===== src/source/sifhCfgPkg.sv =====
//**************************************************
// SiFH configuration
// sizing of timestamps, histogram bins, pixels and
// acquisition counts, plus sequencer phase codes
//**************************************************

package sifhCfgPkg;

    // timestamp and coarse bin widths
    localparam int Np = 8;
    localparam int Nb = 4;
    localparam int BIN_NUM = 2 ** Nb;

    // frame geometry
    localparam int PIXEL_NUM = 4;
    localparam int DATA_NUM = 4;
    localparam int ACQ_NUM = 8;

    // saturating bin counters
    localparam int CNT_W = 8;

    // derived widths
    localparam int PIX_W = $clog2(PIXEL_NUM);
    localparam int ADDR_W = PIX_W + Nb;
    localparam int DATA_W = $clog2(DATA_NUM);
    localparam int ACQ_W = $clog2(ACQ_NUM);

    // highest fine window lower edge
    localparam int WIN_MAX = 2 ** Np - 2 ** Nb;

    // sequencer phases
    localparam logic [2:0] PH_RUN = 3'd0;
    localparam logic [2:0] PH_FLUSH = 3'd1;
    localparam logic [2:0] PH_SCAN = 3'd2;
    localparam logic [2:0] PH_LOAD = 3'd3;
    localparam logic [2:0] PH_CLEAR = 3'd4;

endpackage


===== src/source/sifhTypesPkg.sv =====
//**************************************************
// SiFH data types
// one sample word, seen as a raw timestamp or as a
// coarse bin with its fine remainder
//**************************************************

package sifhTypesPkg;
    import sifhCfgPkg::*;

    // raw view for window compare, split view for coarse binning
    typedef union packed {
        logic [Np-1:0] raw;
        struct packed {
            logic [Nb-1:0] coarse;
            logic [Np-Nb-1:0] fine;
        } split;
    } sampleWord_u;

endpackage


===== src/source/sampleFilter.sv =====
//**************************************************
// sample filter
// maps each accepted timestamp to a histogram
// address, drops fine-pass samples off the window
//**************************************************

`timescale 1ns/1ps

module sampleFilter import sifhCfgPkg::*, sifhTypesPkg::*; (
    input  logic              clk,
    input  logic              combin_res,
    input  logic              sampleStrobe,
    input  logic              finePass,
    input  sampleWord_u       data,
    input  logic [PIX_W-1:0]  pixelIdx,
    input  logic [Np-1:0]     windowLo,
    output logic              binWrite,
    output logic [ADDR_W-1:0] binAddr
);

    logic [Np-1:0] offset;
    logic          inWindow;
    logic [Nb-1:0] binSel;

    // distance above the window edge, wraps below it
    assign offset = data.raw - windowLo;
    assign inWindow = (data.raw >= windowLo) && (offset < BIN_NUM);

    // coarse pass takes the top bits as is
    assign binSel = finePass ? offset[Nb-1:0] : data.split.coarse;

    // write strobe, dropped when off window
    always_ff @(posedge clk or negedge combin_res) begin
        if (!combin_res) begin
            binWrite <= 1'b0;
        end else begin
            binWrite <= sampleStrobe && (!finePass || inWindow);
        end
    end

    // pixel in the upper address bits
    always_ff @(posedge clk) begin
        binAddr <= {pixelIdx, binSel};
    end

endmodule


===== src/source/histBuilder.sv =====
//**************************************************
// histogram builder
// per-pixel saturating bin counters with valid bits
// so a whole pass clears in one cycle
//**************************************************

`timescale 1ns/1ps

module histBuilder import sifhCfgPkg::*; (
    input  logic              clk,
    input  logic              combin_res,
    input  logic              binWrite,
    input  logic              histClear,
    input  logic [ADDR_W-1:0] binAddr,
    input  logic [ADDR_W-1:0] scanAddr,
    output logic [CNT_W-1:0]  scanCount
);

    logic [CNT_W-1:0]     binMem [2**ADDR_W];
    logic [2**ADDR_W-1:0] validBits;

    // write stage
    logic                 wrPend;
    logic [ADDR_W-1:0]    wrAddr;
    logic [CNT_W-1:0]     rdCount;
    logic [CNT_W-1:0]     newCount;
    logic [CNT_W-1:0]     memRead;

    //**************************************************
    // read side of the read-modify-write
    //**************************************************

    // a bin with its valid bit down reads as empty
    assign memRead = validBits[binAddr] ? binMem[binAddr] : '0;

    // saturate at all ones
    assign newCount = (&rdCount) ? rdCount : rdCount + 1'b1;

    always_ff @(posedge clk) begin
        wrAddr <= binAddr;
        // same bin hit twice in a row, take the value being written
        if (wrPend && (wrAddr == binAddr)) begin
            rdCount <= newCount;
        end else begin
            rdCount <= memRead;
        end
    end

    //**************************************************
    // write side and scan port
    //**************************************************

    always_ff @(posedge clk) begin
        if (wrPend) begin
            binMem[wrAddr] <= newCount;
        end
        scanCount <= validBits[scanAddr] ? binMem[scanAddr] : '0;
    end

    // valid bits and write pending
    always_ff @(posedge clk or negedge combin_res) begin
        if (!combin_res) begin
            wrPend <= 1'b0;
            validBits <= '0;
        end else begin
            wrPend <= binWrite;
            if (histClear) begin
                validBits <= '0;
            end else if (wrPend) begin
                validBits[wrAddr] <= 1'b1;
            end
        end
    end

    // clear only comes between passes
    assert property (@(posedge clk) disable iff (!combin_res)
        histClear |-> !binWrite && !wrPend);

    // scanner walks the address only when no sample is in flight
    assert property (@(posedge clk) disable iff (!combin_res)
        wrPend |-> $stable(scanAddr));

endmodule


===== src/source/peakScanner.sv =====
//**************************************************
// peak scanner
// walks every bin after a pass, keeps each pixel's
// first maximum so the lowest bin wins a tie
//**************************************************

`timescale 1ns/1ps

module peakScanner import sifhCfgPkg::*; (
    input  logic              clk,
    input  logic              combin_res,
    input  logic              scanStart,
    input  logic [CNT_W-1:0]  scanCount,
    output logic [ADDR_W-1:0] scanAddr,
    output logic [Nb-1:0]     peakBin,
    output logic [PIX_W-1:0]  peakPixel,
    output logic              peakWrite,
    output logic              scanDone
);

    logic              scanActive;
    logic              rdValid;
    logic [ADDR_W-1:0] rdAddr;
    logic [CNT_W-1:0]  maxCount;
    logic [Nb-1:0]     maxBin;
    logic [CNT_W-1:0]  curMax;
    logic [Nb-1:0]     curBin;

    // running maximum, restarted at bin 0 of each pixel
    always_comb begin
        curMax = maxCount;
        curBin = maxBin;
        if (rdAddr[Nb-1:0] == '0) begin
            curMax = scanCount;
            curBin = '0;
        end else if (scanCount > maxCount) begin
            curMax = scanCount;
            curBin = rdAddr[Nb-1:0];
        end
    end

    always_ff @(posedge clk or negedge combin_res) begin
        if (!combin_res) begin
            scanActive <= 1'b0;
            scanAddr <= '0;
            rdValid <= 1'b0;
            peakWrite <= 1'b0;
            scanDone <= 1'b0;
        end else begin
            // address walk, one bin per cycle
            if (scanStart) begin
                scanActive <= 1'b1;
                scanAddr <= '0;
            end else if (scanActive) begin
                scanAddr <= scanAddr + 1'b1;
                scanActive <= !(&scanAddr);
            end
            // count comes back one cycle later
            rdValid <= scanActive;
            peakWrite <= rdValid && (&rdAddr[Nb-1:0]);
            scanDone <= rdValid && (&rdAddr);
        end
    end

    // payload follows the walk
    always_ff @(posedge clk) begin
        rdAddr <= scanAddr;
        if (rdValid) begin
            maxCount <= curMax;
            maxBin <= curBin;
            peakBin <= curBin;
            peakPixel <= rdAddr[ADDR_W-1:Nb];
        end
    end

endmodule


===== src/source/windowCalc.sv =====
//**************************************************
// window calculator
// coarse peaks to clamped fine window edges,
// fine peaks to final per-pixel times
//**************************************************

`timescale 1ns/1ps

module windowCalc import sifhCfgPkg::*; (
    input  logic                      clk,
    input  logic                      combin_res,
    input  logic                      peakWrite,
    input  logic                      windowLoad,
    input  logic                      finePass,
    input  logic                      scanDone,
    input  logic [Nb-1:0]             peakBin,
    input  logic [PIX_W-1:0]          peakPixel,
    input  logic [PIX_W-1:0]          pixelIdx,
    output logic [Np-1:0]             windowLo,
    output logic [PIXEL_NUM*Np-1:0]   peakTimes,
    output logic                      resultValid
);

    logic [Np-1:0]           activeLo [PIXEL_NUM];
    logic [Np-1:0]           stagedLo [PIXEL_NUM];
    logic [Nb-1:0]           fineBin [PIXEL_NUM];
    logic signed [Np+1:0]    edgeRaw;
    logic [Np-1:0]           edgeNext;
    logic [PIXEL_NUM*Np-1:0] timesNext;

    //**************************************************
    // edge from coarse peak
    //**************************************************

    // bin centre minus half a fine window
    always_comb begin
        edgeRaw = $signed({2'b00, peakBin, {(Np - Nb){1'b0}}})
            + (Np + 2)'(2 ** (Np - Nb - 1) - BIN_NUM / 2);
        if (edgeRaw < 0) begin
            edgeNext = '0;
        end else if (edgeRaw > (Np + 2)'(WIN_MAX)) begin
            edgeNext = Np'(WIN_MAX);
        end else begin
            edgeNext = edgeRaw[Np-1:0];
        end
    end

    // last pixel's peak lands with scanDone
    always_comb begin
        for (int p = 0; p < PIXEL_NUM; p++) begin
            if (peakWrite && (peakPixel == PIX_W'(p))) begin
                timesNext[p*Np +: Np] = activeLo[p] + Np'(peakBin);
            end else begin
                timesNext[p*Np +: Np] = activeLo[p] + Np'(fineBin[p]);
            end
        end
    end

    assign windowLo = activeLo[pixelIdx];

    //**************************************************
    // staging and result registers
    //**************************************************

    always_ff @(posedge clk) begin
        if (peakWrite) begin
            if (finePass) begin
                fineBin[peakPixel] <= peakBin;
            end else begin
                stagedLo[peakPixel] <= edgeNext;
            end
        end
    end

    always_ff @(posedge clk or negedge combin_res) begin
        if (!combin_res) begin
            activeLo <= '{default: '0};
            peakTimes <= '0;
            resultValid <= 1'b0;
        end else begin
            // new edges go live between passes
            if (windowLoad) begin
                activeLo <= stagedLo;
            end
            resultValid <= scanDone && finePass;
            if (scanDone && finePass) begin
                peakTimes <= timesNext;
            end
        end
    end

    // fine window must fit below the timestamp range
    assert property (@(posedge clk) disable iff (!combin_res)
        windowLo <= Np'(WIN_MAX));

endmodule


===== src/source/frameSequencer.sv =====
//**************************************************
// frame sequencer
// counts samples, pixels and acquisitions, then
// runs scan, load and clear between passes
//**************************************************

`timescale 1ns/1ps

module frameSequencer import sifhCfgPkg::*; (
    input  logic             clk,
    input  logic             combin_res,
    input  logic             wrEn,
    input  logic             scanDone,
    output logic             sampleStrobe,
    output logic [PIX_W-1:0] pixelIdx,
    output logic             finePass,
    output logic             scanStart,
    output logic             histClear,
    output logic             windowLoad,
    output logic             busy
);

    logic [2:0]        phase;
    logic [DATA_W-1:0] sampleCnt;
    logic [ACQ_W-1:0]  acqCnt;
    logic              lastSample;
    logic              lastPixel;
    logic              lastAcq;

    // source pauses while busy
    assign sampleStrobe = wrEn && !busy;

    assign lastSample = sampleCnt == DATA_W'(DATA_NUM - 1);
    assign lastPixel = pixelIdx == PIX_W'(PIXEL_NUM - 1);
    assign lastAcq = acqCnt == ACQ_W'(ACQ_NUM - 1);

    always_ff @(posedge clk or negedge combin_res) begin
        if (!combin_res) begin
            phase <= PH_RUN;
            sampleCnt <= '0;
            pixelIdx <= '0;
            acqCnt <= '0;
            finePass <= 1'b0;
            scanStart <= 1'b0;
            histClear <= 1'b0;
            windowLoad <= 1'b0;
            busy <= 1'b0;
        end else begin
            // one-cycle pulses
            scanStart <= 1'b0;
            histClear <= 1'b0;
            windowLoad <= 1'b0;
            case (phase)
                PH_RUN: begin
                    if (sampleStrobe) begin
                        sampleCnt <= lastSample ? '0 : sampleCnt + 1'b1;
                        if (lastSample) begin
                            pixelIdx <= lastPixel ? '0 : pixelIdx + 1'b1;
                            if (lastPixel) begin
                                acqCnt <= lastAcq ? '0 : acqCnt + 1'b1;
                                // pass complete
                                if (lastAcq) begin
                                    phase <= PH_FLUSH;
                                    busy <= 1'b1;
                                end
                            end
                        end
                    end
                end
                // let the last write land before scanning
                PH_FLUSH: begin
                    scanStart <= 1'b1;
                    phase <= PH_SCAN;
                end
                PH_SCAN: begin
                    if (scanDone) begin
                        windowLoad <= !finePass;
                        phase <= PH_LOAD;
                    end
                end
                PH_LOAD: begin
                    histClear <= 1'b1;
                    phase <= PH_CLEAR;
                end
                PH_CLEAR: begin
                    busy <= 1'b0;
                    finePass <= !finePass;
                    phase <= PH_RUN;
                end
                default: phase <= PH_RUN;
            endcase
        end
    end

    // samples only enter during the run phase
    assert property (@(posedge clk) disable iff (!combin_res)
        sampleStrobe |-> phase == PH_RUN);

endmodule


===== src/source/sifhTop.sv =====
//**************************************************
// SiFH two-pass peak finder
// coarse then fine per-pixel timestamp histograms
//**************************************************

`timescale 1ns/1ps

module sifhTop import sifhCfgPkg::*; (
    input  logic                    clk,
    input  logic                    combin_res,
    input  logic                    wrEn,
    input  logic [Np-1:0]           data,
    output logic                    busy,
    output logic [PIXEL_NUM*Np-1:0] peakTimes,
    output logic                    resultValid
);

    // sequencer controls
    logic              sampleStrobe;
    logic [PIX_W-1:0]  pixelIdx;
    logic              finePass;
    logic              scanStart;
    logic              histClear;
    logic              windowLoad;

    // datapath
    logic              binWrite;
    logic [ADDR_W-1:0] binAddr;
    logic [ADDR_W-1:0] scanAddr;
    logic [CNT_W-1:0]  scanCount;
    logic [Nb-1:0]     peakBin;
    logic [PIX_W-1:0]  peakPixel;
    logic              peakWrite;
    logic              scanDone;
    logic [Np-1:0]     windowLo;

    frameSequencer uSeq (
        .clk(clk), .combin_res(combin_res), .wrEn(wrEn), .scanDone(scanDone),
        .sampleStrobe(sampleStrobe), .pixelIdx(pixelIdx), .finePass(finePass),
        .scanStart(scanStart), .histClear(histClear), .windowLoad(windowLoad),
        .busy(busy)
    );

    sampleFilter uFilter (
        .clk(clk), .combin_res(combin_res), .sampleStrobe(sampleStrobe),
        .finePass(finePass), .data(data), .pixelIdx(pixelIdx),
        .windowLo(windowLo), .binWrite(binWrite), .binAddr(binAddr)
    );

    histBuilder uHist (
        .clk(clk), .combin_res(combin_res), .binWrite(binWrite),
        .histClear(histClear), .binAddr(binAddr), .scanAddr(scanAddr),
        .scanCount(scanCount)
    );

    peakScanner uScan (
        .clk(clk), .combin_res(combin_res), .scanStart(scanStart),
        .scanCount(scanCount), .scanAddr(scanAddr), .peakBin(peakBin),
        .peakPixel(peakPixel), .peakWrite(peakWrite), .scanDone(scanDone)
    );

    windowCalc uWin (
        .clk(clk), .combin_res(combin_res), .peakWrite(peakWrite),
        .windowLoad(windowLoad), .finePass(finePass), .scanDone(scanDone),
        .peakBin(peakBin), .peakPixel(peakPixel), .pixelIdx(pixelIdx),
        .windowLo(windowLo), .peakTimes(peakTimes), .resultValid(resultValid)
    );

endmodule


===== config.mk =====
export PLATFORM = sky130hd
export DESIGN_NAME = sifhTop
export DESIGN_NICKNAME = d
export VERILOG_FILES = /design/src/source/sifhCfgPkg.sv /design/src/source/sifhTypesPkg.sv /design/src/source/sampleFilter.sv /design/src/source/histBuilder.sv /design/src/source/peakScanner.sv /design/src/source/windowCalc.sv /design/src/source/frameSequencer.sv /design/src/source/sifhTop.sv
export SDC_FILE = /design/constraint.sdc
export NUM_CORES = 1
export LEC_CHECK = 0
export BUFFER_PORTS_ARGS = -buffer_cell sky130_fd_sc_hd__buf_2
export CAP_MARGIN = 20
export CORE_MARGIN = 2
export CORE_UTILIZATION = 40
export DETAILED_ROUTE_END_ITERATION = 12
export PLACE_DENSITY = 0.59
export RECOVER_POWER = 50
export SETUP_SLACK_MARGIN = 0.3
export SYNTH_ARGS = -nofsm -noshare
export SYNTH_HDL_FRONTEND = slang
export SYNTH_SLANG_ARGS = --single-unit

===== constraint.sdc =====
create_clock -name clk -period 8.3 [get_ports clk]
set_input_delay 1.66 -clock clk [delete_from_list [all_inputs] [get_ports clk]]
set_output_delay 1.66 -clock clk [all_outputs]
set_load 0.01 [all_outputs]

==> impl_results.md <==
- R2R setup slack: 3.01 ns
- Critical Path Start: uScan.scanAddr[0]
- Share of cells above drive strength 1: 27.4%
- Initial antenna violation count: 1
- Placed cell count: 2905
- Gate power share: 5.8%
- Adder-Cell Fraction of Synth Area: 0.684%
- Net Sw Power: 1.77 mW
- Peak supply drop: 0.128 mV
- R2R cell count: 5
- Internal: 6.21 mW
- Storage cell area: 21000 um^2
- Max Cap Violations: 10
- Final hold violation count: 0
- DRC violations left: 0
- Data arrival, critical path: 5.76 ns
- Area Growth Syn to Fin: 11.5%
- Pre-CTS WS: 4.43 ns
- Final worst path period need: 5.29 ns
- Num CTS Buffers: 76
- Synth Area in XOR/XNOR: 0.426%
- Clk_lat worst skew: 0.62 ns
- Startpoint types: flip-flop
- Synthesized instance count: 1870
- TritonCTS clock tree: yes
- Synth area leader: edfxtp_1
- Post-Syn Area: 32900 um^2
- Combinational family with the most area after synthesis: multiplexers
- DRT antenna net count: 0
- Number of clock sinks: 732
- Reg2Reg Launch Point: uScan.scanAddr[0]
- LEAKAGE: 12.9 nW
- Count of final setup violators: 0
- Synth Register Bits: 732
- Largest stage delay on the critical path: 2.36 ns
- Hold Path Class: reg2reg
- Clock power share: 42.0%
- Chip Height: 291 um
- RR Endpoint: uHist.scanCount[1]
- Post-synth top area share: 50.9%
- Most used cell, CP: mux4_2
- Drt total wl: 91400 um
- Post-CTS sizing: 0
- Vias in the first global route: 18900
- Worst Setup Path Type: reg2reg
- Area contributors post-synth: edfxtp_1 (51%), mux4_2 (22%), dfrtp_1 (11%), nor2_1 (2.5%), dfxtp_1 (2.1%)
- Clock Pin Slew Worst Setup and Hold Paths: 0.06 ns
- Count of input and output buffers: 44
- Tot GR Track Use: 21.7%
- Failing checks: max-capacitance violations, max-slew violations
- Largest net degree at the start of global routing: 105
- Maximum clock rate: 189 MHz
- Die ar.: 84600 um^2
- Filler cells: 7028
- WHS: 0.363 ns
- Fin util: 44.9%
- Net Sw Frac: 22.1%
- I/O Pins: 45
- Root Buffer: clkbuf_16
- CP max FO: 44
- Final Cycle Share: 63.8%
- Unrepaired setup endpoints after global routing: false
- Crit path depth: 5
- Setup TNS: 0 ns
- First-pass GRT wire length: 133000 um
- Multiplexer area fraction after synthesis: 24.3%
- Compound-Gate Fraction of Synth Area: 3.71%
- CP Data Required Time: 8.77 ns
- Post-route total power: 7.98 mW
- Area after DPL: 34300 um^2
- Least-Margin Pin Slew: 3.76 ns
- Multi-input logic area: 11300 um^2
- Post-Synth Simple-Gate Area: 5.08%
- Crit. End Element: flip-flop
- Nets: 1946
- Cell family with most CP delay: flip-flops
- Setup Skew: 0.0145 ns
- Sequential Power Share: 52.2%
- Post-DR wirelength/cell: 30.0 um
- Design Area, Final: 36700 um^2
- Site Rows: 105
- Initial Util: 40.3%
- Sequential share of the synthesized area: 63.6%
- # Post-CTS Setup Buffers: 0
- Deepest clock path buffer count: 3
- Status: complete, but fails checks
- Hold_buf cts: 0
- Slew Viols, Final: 381
- Grt total ovfl: 0
- Detail-routed via count per cell: 6.09
- DP Wirelength: 59600 um
- CTS H-tree lvls: 3
- Main synth FF type: edfxtp_1
- Die width: 291 um
- Area of the core: 81700 um^2
- Final non-filler cell total: 3048
- Yosys warning count: 0
- Worst Path Buf+Inv: 1
- Synth Net Count: 1899
- GP Congestion: 1.01
- Post-synth EDFFs: 558
- Unique cell type count in the Yosys netlist: 53
- Async S/R FF share, synth: 19.1%
- Final worst slack: 3.01 ns
- Crit path to: uHist.scanCount[1]
- Vias: 18600
- Slowest stage cell, crit path: dfrtp_1
- Crit path cell chain: buf_4, mux4_2, mux4_2, a22oi_1, a21oi_1
- Initial DRC count: 2093
- Avg Inst Size Synth: 17.6 um^2
- Rel. slew slack: -151%
- Drt first pass iters: 5
- Pwr per Cell Area: 218 nW/um^2
-- power by group through the flow --
stage                     Combinational, mW  Clock, mW  Sequential [mW]
final                                 0.465       3.35             4.16
after global routing                  0.496       3.56             4.17
after CTS                             0.461       3.42             4.16
after detailed placement              0.461          0             4.23
after global placement                0.445          0             4.23
after floorplan                       0.263          0             4.21
-- area by class of cell --
class | instances | share of cell area (%)
Timing Repair Buffer | 99 | 1.65
Antenna cell | 1 | 0.00682
Clock inverter | 22 | 0.573
Inverter | 23 | 0.235
Sequential cell | 732 | 57.1
Multi-Input combinational cell | 985 | 30.7
Tap cell | 1070 | 3.65
Clock buffer | 116 | 6.04
-- cells in the mapped netlist, types with 9 or more instances --
library cell,instances
buf_1,12
buf_2,39
nand2_1,40
dfrtp_1,140
mux4_2,316
nor3b_1,10
xnor2_1,9
nor2b_1,13
nor2_1,220
a21oi_1,46
nor3_1,16
nand3_1,17
ha_1,18
dfxtp_1,34
a22oi_1,84
nand2b_1,9
edfxtp_1,558
nand4_1,14
clkbuf_1,60
mux2i_1,37
o21ai_0,20
buf_4,14
mux2_2,44
inv_1,21
-- cells in the final DEF (no fill, tap or decap), types with 7 or more instances in the layout --
master / instances
clkbuf_1: 61
buf_4: 19
nor2_1: 218
nand2_1: 40
clkbuf_16: 80
mux4_2: 316
mux2i_1: 37
inv_1: 20
clkinv_1: 7
o21ai_0: 20
clkinv_2: 10
nor2b_1: 12
nand4_1: 14
ha_1: 18
mux2_2: 41
buf_2: 40
xor2_1: 7
nand2b_1: 9
a21oi_1: 45
nand3_1: 17
xnor2_1: 9
edfxtp_1: 558
dfxtp_1: 32
clkbuf_8: 8
a22oi_1: 84
nor3b_1: 10
nor3_1: 16
dfrtp_1: 138
-- worst min path at each step --
stage / from / to / slack [ns] / cells after the start
floorplan: uFilter.binAddr[0] / uHist.wrAddr[0] / 0.33 / 0
global placement: uFilter.binWrite / uHist.wrPend / 0.35 / 0
detailed placement: uFilter.binWrite / uHist.wrPend / 0.36 / 0
CTS: uFilter.binWrite / uHist.wrPend / 0.37 / 0
global route: uFilter.binWrite / uHist.wrPend / 0.38 / 0
finish: uFilter.binWrite / uHist.wrPend / 0.36 / 0
-- layer usage --
| metal | part of all wire [%] | track usage (%) |
|---|---|---|
| met5 | 0 | 0 |
| met1 | 40 | 28.4 |
| met4 | 4.5 | 8.62 |
| met2 | 49 | 35.6 |
| met3 | 7.0 | 4.31 |
-- logic make-up (layout without fill, tap and decap cells) --
group,after synthesis,count (layout)
fa+ha+maj,18,18
simple gates,371,371
mux,398,398
compound gates,182,182
flops,732,732
other cells,0,1
buf+inv,153,260
xor+xnor,16,16
-- registers in the layout, indices dropped and copies added, names as in the netlist, 6 cells and up --
register / flops
uFilter.binAddr: 6
uHist.binMem: 512
uHist.rdCount: 8
uHist.scanCount: 8
uHist.validBits: 64
uHist.wrAddr: 6
uScan.maxCount: 8
uScan.rdAddr: 6
uScan.scanAddr: 6
uWin.activeLo: 16
uWin.fineBin: 16
uWin.peakTimes: 32
uWin.stagedLo: 16
-- worst reg2reg max path, delay by kind of cell (launching register included) --
kind | cells | cell delay [ns]
buffers and inverters | 1 | 0.91
AOI/OAI and AO/OA | 2 | 0.75
muxes | 2 | 1.14
DFF | 1 | 2.36
No activity file was read; power rests on OpenSTA's default activity.
